$ cat src/source/mips_settings.svh
`ifndef MIPS_SETTINGS_SVH
`define MIPS_SETTINGS_SVH

// First fetch address after reset, in the boot ROM segment
`define RESET_VECTOR 32'hBFC00000

// Fetching from this address stops the core until the next reset
`define HALT_ADDRESS 32'h00000000

// jal writes its return address here
`define LINK_REG 5'd31

// Result register, exported at the top level for the testbench
`define V0_REG 5'd2

// Offset from the current pc to the return address, past the delay slot
`define LINK_OFFSET 32'd8

`endif

$ cat src/source/mips_pkg.sv
package mips_pkg;

  // Primary opcodes, bits 31:26 of the instruction
  typedef enum logic [5:0] {
    OP_RTYPE = 6'h00,
    OP_J     = 6'h02,
    OP_JAL   = 6'h03,
    OP_BEQ   = 6'h04,
    OP_BNE   = 6'h05,
    OP_ADDIU = 6'h09,
    OP_SLTI  = 6'h0A,
    OP_ANDI  = 6'h0C,
    OP_ORI   = 6'h0D,
    OP_XORI  = 6'h0E,
    OP_LUI   = 6'h0F,
    OP_LB    = 6'h20,
    OP_LH    = 6'h21,
    OP_LW    = 6'h23,
    OP_LBU   = 6'h24,
    OP_LHU   = 6'h25,
    OP_SW    = 6'h2B
  } opcode_e;

  // Function field of R-type instructions, bits 5:0
  typedef enum logic [5:0] {
    FN_SLL  = 6'h00,
    FN_SRL  = 6'h02,
    FN_SRA  = 6'h03,
    FN_JR   = 6'h08,
    FN_JALR = 6'h09,
    FN_ADDU = 6'h21,
    FN_SUBU = 6'h23,
    FN_AND  = 6'h24,
    FN_OR   = 6'h25,
    FN_XOR  = 6'h26,
    FN_SLT  = 6'h2A,
    FN_SLTU = 6'h2B
  } funct_e;

  typedef enum logic [3:0] {
    ALU_ADD, ALU_SUB, ALU_AND, ALU_OR, ALU_XOR, ALU_SLT,
    ALU_SLTU, ALU_SLL, ALU_SRL, ALU_SRA, ALU_LUI
  } alu_op_e;

  typedef enum logic [1:0] {DST_RT, DST_RD, DST_LINK} reg_dst_e;
  typedef enum logic [1:0] {WB_ALU, WB_LOAD, WB_LINK} wb_sel_e;
  typedef enum logic [2:0] {LD_WORD, LD_BYTE, LD_BYTE_U, LD_HALF, LD_HALF_U} load_kind_e;
  typedef enum logic [1:0] {BR_NONE, BR_BEQ, BR_BNE} branch_e;
  typedef enum logic [1:0] {JMP_NONE, JMP_IMM, JMP_REG} jump_e;

  // Everything the datapath needs to run one instruction
  typedef struct packed {
    alu_op_e    alu_op;
    logic       alu_src_imm;    // Operand B is the extended immediate
    logic       imm_zero_ext;   // Logical immediates are zero-extended
    logic       shift_by_shamt; // ALU shift amount comes from bits 10:6
    reg_dst_e   reg_dst;
    wb_sel_e    wb_sel;
    logic       reg_write;
    logic       mem_write;
    load_kind_e load_kind;
    branch_e    branch;
    jump_e      jump;
  } ctrl_t;

endpackage

$ cat src/source/control_decoder.sv
module control_decoder import mips_pkg::*; (
  input  logic [31:0] instr,
  output ctrl_t       ctrl
);

  opcode_e opcode;
  funct_e  funct;

  assign opcode = opcode_e'(instr[31:26]);
  assign funct  = funct_e'(instr[5:0]);

  always_comb begin
    // Safe default is a no-op, so any encoding not listed below writes nothing
    ctrl = '{alu_op: ALU_ADD, alu_src_imm: 1'b0, imm_zero_ext: 1'b0,
             shift_by_shamt: 1'b0, reg_dst: DST_RT, wb_sel: WB_ALU,
             reg_write: 1'b0, mem_write: 1'b0, load_kind: LD_WORD,
             branch: BR_NONE, jump: JMP_NONE};
    case (opcode)
      OP_RTYPE: begin
        ctrl.reg_dst   = DST_RD;
        ctrl.reg_write = 1'b1; // Cleared again for jr and for unknown functions
        case (funct)
          FN_ADDU: ctrl.alu_op = ALU_ADD;
          FN_SUBU: ctrl.alu_op = ALU_SUB;
          FN_AND:  ctrl.alu_op = ALU_AND;
          FN_OR:   ctrl.alu_op = ALU_OR;
          FN_XOR:  ctrl.alu_op = ALU_XOR;
          FN_SLT:  ctrl.alu_op = ALU_SLT;
          FN_SLTU: ctrl.alu_op = ALU_SLTU;
          FN_SLL, FN_SRL, FN_SRA: begin
            // Shifts act on rt with the constant amount from the shamt field
            ctrl.alu_op         = (funct == FN_SLL) ? ALU_SLL :
                                  (funct == FN_SRL) ? ALU_SRL : ALU_SRA;
            ctrl.shift_by_shamt = 1'b1;
          end
          FN_JR: begin
            ctrl.jump      = JMP_REG; // Target is rs, nothing is written
            ctrl.reg_write = 1'b0;
          end
          FN_JALR: begin
            ctrl.jump   = JMP_REG;
            ctrl.wb_sel = WB_LINK; // rd receives pc + 8
          end
          default: ctrl.reg_write = 1'b0;
        endcase
      end
      OP_J:   ctrl.jump = JMP_IMM;
      OP_JAL: begin
        ctrl.jump      = JMP_IMM;
        ctrl.reg_dst   = DST_LINK;
        ctrl.wb_sel    = WB_LINK;
        ctrl.reg_write = 1'b1;
      end
      OP_BEQ: begin
        ctrl.alu_op = ALU_SUB; // Zero flag decides
        ctrl.branch = BR_BEQ;
      end
      OP_BNE: begin
        ctrl.alu_op = ALU_SUB;
        ctrl.branch = BR_BNE;
      end
      OP_ADDIU, OP_SLTI, OP_ANDI, OP_ORI, OP_XORI, OP_LUI: begin
        ctrl.alu_src_imm  = 1'b1;
        ctrl.reg_write    = 1'b1;
        ctrl.imm_zero_ext = opcode inside {OP_ANDI, OP_ORI, OP_XORI};
        ctrl.alu_op       = (opcode == OP_SLTI) ? ALU_SLT :
                            (opcode == OP_ANDI) ? ALU_AND :
                            (opcode == OP_ORI)  ? ALU_OR  :
                            (opcode == OP_XORI) ? ALU_XOR :
                            (opcode == OP_LUI)  ? ALU_LUI : ALU_ADD;
      end
      OP_LW, OP_LB, OP_LBU, OP_LH, OP_LHU: begin
        ctrl.alu_src_imm = 1'b1; // Address is rs plus the signed offset
        ctrl.wb_sel      = WB_LOAD;
        ctrl.reg_write   = 1'b1;
        ctrl.load_kind   = (opcode == OP_LB)  ? LD_BYTE   :
                           (opcode == OP_LBU) ? LD_BYTE_U :
                           (opcode == OP_LH)  ? LD_HALF   :
                           (opcode == OP_LHU) ? LD_HALF_U : LD_WORD;
      end
      OP_SW: begin
        ctrl.alu_src_imm = 1'b1;
        ctrl.mem_write   = 1'b1;
      end
      default: ;
    endcase
  end

endmodule

$ cat src/source/pc_unit.sv
`include "mips_settings.svh"

module pc_unit import mips_pkg::*; (
  input  logic        clk,
  input  logic        rst_n,
  input  logic        clk_enable,
  input  branch_e     branch,
  input  jump_e       jump,
  input  logic        zero,
  input  logic [31:0] imm_ext,
  input  logic [25:0] jump_index,
  input  logic [31:0] jump_reg,
  output logic [31:0] pc,
  output logic [31:0] link_address,
  output logic        active
);

  logic [31:0] pc_delay;   // Fetch address for the next edge, set up one instruction early
  logic [31:0] pc_plus4;
  logic [31:0] delay_next;
  logic        branch_taken;

  assign pc_plus4     = pc + 32'd4;
  assign link_address = pc + `LINK_OFFSET; // Return lands past the delay slot

  always_comb begin
    case (branch)
      BR_BEQ:  branch_taken = zero;  // ALU subtracted rs and rt
      BR_BNE:  branch_taken = !zero;
      default: branch_taken = 1'b0;
    endcase
  end

  // The delay register skips straight to the target, so the slot instruction
  // already sitting in pc_delay still gets fetched next
  always_comb begin
    if (jump == JMP_REG) delay_next = jump_reg;
    else if (jump == JMP_IMM) delay_next = {pc_plus4[31:28], jump_index, 2'b00};
    else if (branch_taken) delay_next = pc_plus4 + {imm_ext[29:0], 2'b00};
    else delay_next = pc_delay + 32'd4;
  end

  always_ff @(posedge clk or negedge rst_n) begin
    if (!rst_n) begin
      pc       <= `RESET_VECTOR;
      pc_delay <= `RESET_VECTOR + 32'd4;
      active   <= 1'b1;
    end else if (clk_enable && active) begin
      pc       <= pc_delay;
      pc_delay <= delay_next;
      if (pc_delay == `HALT_ADDRESS) active <= 1'b0; // Falls with the pc update
    end
  end

  a_pc_aligned: assert property (@(posedge clk) disable iff (!rst_n)
    active |-> pc[1:0] == 2'b00);

endmodule

$ cat src/source/regfile.sv
`include "mips_settings.svh"

module regfile (
  input  logic        clk,
  input  logic        rst_n,
  input  logic        write_enable,
  input  logic [4:0]  read_addr_a,
  input  logic [4:0]  read_addr_b,
  input  logic [4:0]  write_addr,
  input  logic [31:0] write_data,
  output logic [31:0] read_data_a,
  output logic [31:0] read_data_b,
  output logic [31:0] register_v0
);

  logic [31:0] regs [32];

  always_ff @(posedge clk or negedge rst_n) begin
    if (!rst_n) begin
      for (int i = 0; i < 32; i++) regs[i] <= 32'b0;
    end else if (write_enable && write_addr != 5'd0) begin
      regs[write_addr] <= write_data; // Writes to $zero are dropped
    end
  end

  // Reads see the old value during the writing cycle
  assign read_data_a = (read_addr_a == 5'd0) ? 32'b0 : regs[read_addr_a];
  assign read_data_b = (read_addr_b == 5'd0) ? 32'b0 : regs[read_addr_b];
  assign register_v0 = regs[`V0_REG];

endmodule

$ cat src/source/alu.sv
module alu import mips_pkg::*; (
  input  alu_op_e     op,
  input  logic [31:0] a,
  input  logic [31:0] b,
  input  logic [4:0]  shamt,
  output logic [31:0] y,
  output logic        zero
);

  logic signed [31:0] a_s;
  logic signed [31:0] b_s;

  assign a_s = a;
  assign b_s = b;

  always_comb begin
    case (op)
      ALU_ADD:  y = a + b;
      ALU_SUB:  y = a - b;  // Also the compare for beq and bne
      ALU_AND:  y = a & b;
      ALU_OR:   y = a | b;
      ALU_XOR:  y = a ^ b;
      ALU_SLT:  y = {31'b0, a_s < b_s};
      ALU_SLTU: y = {31'b0, a < b};
      // Shifts move operand B, which carries rt
      ALU_SLL:  y = b << shamt;
      ALU_SRL:  y = b >> shamt;
      ALU_SRA:  y = b_s >>> shamt;
      // Immediate goes to the upper half, the lower half clears
      ALU_LUI:  y = {b[15:0], 16'h0000};
      default:  y = 32'b0;
    endcase
  end

  assign zero = (y == 32'b0);

endmodule

$ cat src/source/load_selector.sv
module load_selector import mips_pkg::*; (
  input  logic [31:0] word,
  input  logic [1:0]  byte_offset,
  input  load_kind_e  kind,
  output logic [31:0] y
);

  logic [7:0]  byte_sel;
  logic [15:0] half_sel;

  // Big-endian, offset 0 is the most significant byte
  always_comb begin
    case (byte_offset)
      2'd0:    byte_sel = word[31:24];
      2'd1:    byte_sel = word[23:16];
      2'd2:    byte_sel = word[15:8];
      default: byte_sel = word[7:0];
    endcase
  end

  assign half_sel = byte_offset[1] ? word[15:0] : word[31:16]; // Bit 0 ignored

  always_comb begin
    case (kind)
      LD_BYTE:   y = {{24{byte_sel[7]}}, byte_sel};
      LD_BYTE_U: y = {24'b0, byte_sel};
      LD_HALF:   y = {{16{half_sel[15]}}, half_sel};
      LD_HALF_U: y = {16'b0, half_sel};
      default:   y = word;
    endcase
  end

endmodule

$ cat src/source/datapath.sv
`include "mips_settings.svh"

module datapath import mips_pkg::*; (
  input  logic        clk,
  input  logic        rst_n,
  input  logic        clk_enable,
  input  ctrl_t       ctrl,
  input  logic [31:0] instr,
  output logic        active,
  output logic [31:0] pc,
  output logic [31:0] data_address,
  output logic [31:0] data_writedata,
  output logic        data_write,
  input  logic [31:0] data_readdata,
  output logic [31:0] register_v0
);

  logic [31:0] rda;
  logic [31:0] rdb;
  logic [31:0] imm_ext;
  logic [31:0] alu_b;
  logic [31:0] alu_y;
  logic [31:0] load_data;
  logic [31:0] link_address;
  logic [31:0] wb_data;
  logic [4:0]  wb_reg;
  logic [4:0]  shamt;
  logic        zero;
  logic        commit;    // This cycle's instruction takes effect on the coming edge

  assign commit = clk_enable && active;

  assign imm_ext = ctrl.imm_zero_ext ? {16'b0, instr[15:0]}
                                     : {{16{instr[15]}}, instr[15:0]};
  assign alu_b   = ctrl.alu_src_imm ? imm_ext : rdb;
  assign shamt   = ctrl.shift_by_shamt ? instr[10:6] : 5'd0;

  always_comb begin
    case (ctrl.reg_dst)
      DST_RD:   wb_reg = instr[15:11];
      DST_LINK: wb_reg = `LINK_REG;
      default:  wb_reg = instr[20:16];
    endcase
  end

  always_comb begin
    case (ctrl.wb_sel)
      WB_LOAD: wb_data = load_data;
      WB_LINK: wb_data = link_address; // jal and jalr return address
      default: wb_data = alu_y;
    endcase
  end

  pc_unit i_pc_unit (
    .clk          (clk),
    .rst_n        (rst_n),
    .clk_enable   (clk_enable),
    .branch       (ctrl.branch),
    .jump         (ctrl.jump),
    .zero         (zero),
    .imm_ext      (imm_ext),
    .jump_index   (instr[25:0]),
    .jump_reg     (rda),         // jr and jalr target straight from rs
    .pc           (pc),
    .link_address (link_address),
    .active       (active)
  );

  regfile i_regfile (
    .clk          (clk),
    .rst_n        (rst_n),
    .write_enable (ctrl.reg_write && commit),
    .read_addr_a  (instr[25:21]),
    .read_addr_b  (instr[20:16]),
    .write_addr   (wb_reg),
    .write_data   (wb_data),
    .read_data_a  (rda),
    .read_data_b  (rdb),
    .register_v0  (register_v0)
  );

  alu i_alu (.op(ctrl.alu_op), .a(rda), .b(alu_b), .shamt(shamt), .y(alu_y), .zero(zero));

  load_selector i_load_selector (
    .word        (data_readdata),
    .byte_offset (alu_y[1:0]),
    .kind        (ctrl.load_kind),
    .y           (load_data)
  );

  // Memory sees the ALU sum as the address and rt as store data
  assign data_address   = alu_y;
  assign data_writedata = rdb;
  assign data_write     = ctrl.mem_write && commit;

endmodule

$ cat src/source/mips_cpu.sv
module mips_cpu import mips_pkg::*; (
  input  logic        clk,
  input  logic        rst_n,
  input  logic        clk_enable,
  output logic        active,
  output logic [31:0] instr_address,
  input  logic [31:0] instr_readdata,
  output logic [31:0] data_address,
  output logic [31:0] data_writedata,
  output logic        data_write,
  input  logic [31:0] data_readdata,
  output logic [31:0] register_v0
);

  ctrl_t ctrl; // Decoded from the word fetched this cycle

  control_decoder i_control_decoder (.instr(instr_readdata), .ctrl(ctrl));

  datapath i_datapath (
    .clk            (clk),
    .rst_n          (rst_n),
    .clk_enable     (clk_enable),
    .ctrl           (ctrl),
    .instr          (instr_readdata),
    .active         (active),
    .pc             (instr_address),
    .data_address   (data_address),
    .data_writedata (data_writedata),
    .data_write     (data_write),
    .data_readdata  (data_readdata),
    .register_v0    (register_v0)
  );

endmodule

$ cat config.mk
export PLATFORM = sky130hd
export DESIGN_NAME = mips_cpu
export DESIGN_NICKNAME = d
export VERILOG_FILES = /design/src/source/mips_pkg.sv /design/src/source/control_decoder.sv /design/src/source/pc_unit.sv /design/src/source/regfile.sv /design/src/source/alu.sv /design/src/source/load_selector.sv /design/src/source/datapath.sv /design/src/source/mips_cpu.sv
export VERILOG_INCLUDE_DIRS = /design/src /design/src/source
export SDC_FILE = /design/constraint.sdc
export NUM_CORES = 2
export LEC_CHECK = 0
export ABC_CLOCK_PERIOD_IN_PS = 9200
export BUFFER_PORTS_ARGS = -buffer_cell sky130_fd_sc_hd__buf_2
export CORE_MARGIN = 2
export CORE_UTILIZATION = 60
export CTS_CLUSTER_SIZE = 8
export DETAILED_ROUTE_END_ITERATION = 7
export GPL_TIMING_DRIVEN = 0
export PLACE_DENSITY = 0.77
export SYNTH_ARGS = -nofsm -noshare
export SYNTH_HDL_FRONTEND = slang
export SYNTH_HIERARCHICAL = 1
export SYNTH_SLANG_ARGS = --single-unit
export TNS_END_PERCENT = 20
$ cat constraint.sdc
create_clock -name clk -period 9.2 [get_ports clk]
set_clock_uncertainty 0.2 [all_clocks]
set_input_delay 0.92 -clock clk [delete_from_list [all_inputs] [get_ports clk]]
set_output_delay 0.92 -clock clk [all_outputs]
set_load 0.01 [all_outputs]
==> impl_metrics.env <==
export IMPL_clk_latency_ns=0.85
export IMPL_firstDrtPassIters=8
export IMPL_critPathLaunch="instr_readdata[16]"
export IMPL_start_util=0.6030
export IMPL_die_h_microns=356.3
export IMPL_numCtsBuffers=155
export IMPL_synth_cells=6423
export IMPL_routed_wl_microns=374300
export IMPL_num_vias=68640
export IMPL_post_route_cells_drive_above_1_share=0.3893
export IMPL_grt_pass1_wl_microns=514700
export IMPL_fillers=8830
export IMPL_slew_violations=14
export IMPL_core_sq_um=123500
export IMPL_critPathSlowestCell="a221oi_1"
export IMPL_clk_pin_slew_ns=0.06
export IMPL_crit_path_max_fanout=10
export IMPL_critPathCaptureType="register"
export IMPL_hp_start="i_datapath/i_pc_unit/pc_delay[22]$_DFFE_PN1P_"
export IMPL_violations="design-rule violations, max-capacitance violations, max-slew violations, negative setup slack"
export IMPL_crit_arrival_ns=10.08
export IMPL_cts_tree="built"
export IMPL_yosysSeqAreaShare=0.3663
export IMPL_h_tree_depth=4
export IMPL_grt_max_degree=177
export IMPL_async_reset_ff_frac=1.000
export IMPL_ant_nets=0
export IMPL_cp_start_kind="input port"
export IMPL_ys_flop_type="dfrtp_1"
export IMPL_fin_setup_tns_ns=-87.33
export IMPL_fmax_mhz=104.9
export IMPL_fin_util=0.6883
export IMPL_critical_path_top_delay_family="compound AO/OA/AOI/OAI gates"
export IMPL_hp_class="register to register"
export IMPL_drtIter0Drc=12340
export IMPL_reg2reg_from="i_datapath/i_regfile/regs[193]$_DFFE_PN0P_"
export IMPL_gp_congestion=1.118
export IMPL_place_hpwl_microns=266100
export IMPL_tightest_slew_ns=1.632
export IMPL_num_rows=129
export IMPL_area_growth_pct=14.13
export IMPL_drc_errors=7
export IMPL_cts_sinks=1089
export IMPL_fin_crit_ns=9.537
export IMPL_finalSetupViolations=754
export IMPL_whs_ns=0.2731
export IMPL_antenna_found_initial=25
export IMPL_grt_usage=0.5859
export IMPL_die_x_microns=356.3
export IMPL_grt_overflow=0
export IMPL_yosys_warnings=6
export IMPL_nNetsFinal=7079
export IMPL_maxCapViolCount=4
export IMPL_rsz0062_at_grt="true"
export IMPL_hold_viol_final=0
export IMPL_synth_seq_cells=1089
export IMPL_status="finished with violations"
export IMPL_cts_buffer_depth=3
export IMPL_crit_buf_inv=9
export IMPL_power_leakage_uw=0.03895
export IMPL_die_area_sq_um=126900
export IMPL_fin_crit_sh=1.037
export IMPL_port_buffers=194
export IMPL_crit_type="input port to register"
export IMPL_dp_cells=8302
export IMPL_synth_edf_count=0
export IMPL_num_io_pins=197
export IMPL_p_per_area_nw_per_um2=156.0
export IMPL_grt_pass1_vias=66080
export IMPL_cp_required_ns=9.75
export IMPL_syn_avg_cell_area_sq_um=11.59
export IMPL_avgViaCountPerCell=8.024
export IMPL_setup_slack_ns=-0.3367
export IMPL_ir_drop_uv=214.7
export IMPL_power_total_uw=13260
export IMPL_wl_per_cell_microns=43.76
export IMPL_ys_types=122
export IMPL_synthesis_nets=6632
export IMPL_cts_root_buf="clkbuf_16"
export IMPL_final_cells=8554
export IMPL_synth_area_sq_um=74460
export IMPL_max_slew_margin_rel=-0.09975
export IMPL_max_stage_delay_ns=0.84
cell families after synthesis:
| group | count (synthesis) | synth area share |
|---|---|---|
| flip-flops | 1089 | 0.3663 |
| AND/OR/NAND/NOR | 1163 | 0.07866 |
| buffers and inverters | 867 | 0.05557 |
| multiplexers | 1869 | 0.3499 |
| AO/OA/AOI/OAI | 1189 | 0.1128 |
| XOR/XNOR | 104 | 0.01267 |
| adder cells (fa/ha/maj) | 142 | 0.02416 |
stage by stage:
stage,setup slack [ns],cell area (sq um)
2_1_floorplan,0.8307,74460
6_report,-0.3367,84980
4_1_cts,-0.08597,83950
3_5_place_dp,-4.234,78430
5_1_grt,-0.1310,84940
3_3_place_gp,-16.40,77480
state kept, by name, indices dropped and copies added, names as in the netlist:
name and flops:
i_datapath/i_pc_unit/active 1, i_datapath/i_regfile/register_v0 32, i_datapath/i_pc_unit/pc_delay 32, i_datapath/i_regfile/regs 992, i_datapath/i_pc_unit/pc 32
final cells by class:
type,count,area (sq um),area share
clock buffer,164,3933,0.04627
sequential,1089,27280,0.3210
antenna,23,57.56,0.0006773
timing repair buffer,298,2016,0.02372
clock inverter,17,409.1,0.004814
tap,1637,2048,0.02410
multi-input combinational,4467,44630,0.5252
buffer,706,4034,0.04747
inverter,153,575.6,0.006773
worst paths after layout:
kind | endpoint | slack (ns) | cells after the start
worst max register to register | i_datapath/i_pc_unit/pc_delay[28]$_DFFE_PN1P_ | 0.49 | 26
min in group asynchronous | i_datapath/i_pc_unit/pc[7]$_DFFE_PN0P_ | 0.44 | 2
worst min-delay path | i_datapath/i_pc_unit/pc[22]$_DFFE_PN1P_ | 0.27 | 2
worst min register to register | i_datapath/i_pc_unit/pc[22]$_DFFE_PN1P_ | 0.27 | 2
max in group asynchronous | i_datapath/i_regfile/regs[1003]$_DFFE_PN0P_ | 5.84 | 5
worst max-delay path | i_datapath/i_pc_unit/pc_delay[28]$_DFFE_PN1P_ | -0.34 | 31
cell usage after synthesis (19+ instances only):
cell       instances  area (sq um)
mux4_2           467         10520
nor4_1            38         237.7
o21ai_1           48         240.2
o2111ai_1         19         166.4
a31oi_1           34         212.7
or3_1             20         125.1
a21oi_1          199         996.0
inv_1            146         548.0
o21ai_0          147         735.7
o32ai_1           21         183.9
a211oi_1          81         608.1
dfrtp_1         1069         26750
a21o_1            49         367.9
o22ai_1           68         425.4
and2_1            43         269.0
buf_2            117         585.6
xnor2_1           64         560.5
a22oi_1          131         983.4
nand2_1          359          1348
nor2_1           233         874.6
nand3_1           83         415.4
dfstp_2           20         525.5
a22o_1            65         569.3
mux2_2          1050         11820
and3_1            32         200.2
a221o_1           20         200.2
o211ai_1          40         300.3
buf_6             43         484.2
clkbuf_1         374          1404
a2111oi_0         29         254.0
nor3_1           100         500.5
xor2_1            38         332.8
nand4_1           40         250.2
nor2b_1           70         437.9
nand2b_1          28         175.2
buf_1             72         270.3
a221oi_1          21         183.9
ha_1             139          1739
o221ai_1          42         367.9
mux2i_1          318          3183
buf_4             98         735.7
per-layer routing:
metal	vias to the layer above	routed length, microns	global-route usage
met5	-	1607	0.04667
met4	26	47030	0.5432
met3	2387	61420	0.3202
met2	7059	147400	0.7873
met1	33860	116900	0.6544
li1	25310	-	-
layout by cell type (no fill, tap or decap), types with 138 or more instances in the layout:
master,count
buf_2,314
a21oi_1,191
mux4_2,467
buf_4,163
mux2i_1,317
nand2_1,357
inv_1,146
nor2_1,230
clkbuf_1,248
dfrtp_1,1069
clkbuf_16,155
mux2_2,1048
ha_1,138
worst register-to-register path, stage by stage (launching register included):
cell and delay [ns]:
dfrtp_1 0.40, mux4_2 0.48, mux4_2 0.73, o22ai_1 0.33, nor3_4 0.14, mux2_4 0.41, inv_1 0.17, ha_1 0.29
or2_1 0.25, a2111o_1 0.50, a211oi_4 0.39, nor2_1 0.12, a221o_1 0.31, a211o_1 0.43, or4_1 0.54, or4_1 0.43
nor4b_2 0.29, nand4_1 0.26, nor4b_4 0.46, nand2_2 0.14, o22a_2 0.31, clkbuf_4 0.25, nand4_1 0.11, nand2_1 0.10
a31oi_4 0.22, o21ai_0 0.12, o31ai_1 0.26
report_power, final:
group,switching [uW],internal (uW),leakage (uW)
Sequential,0,4800,0.0151
Combinational,2370,767,0.0217
Clock,2280,3040,0.00210
timing repair:
item	in CTS	in global routing
setup buffers	23	27
setup endpoints to repair	1053	996
gates resized for setup	302	238
hold buffers	1	0
endpoints found under the hold margin	86	0
pin swaps	17	19
Power figures use the tool's default switching activity.
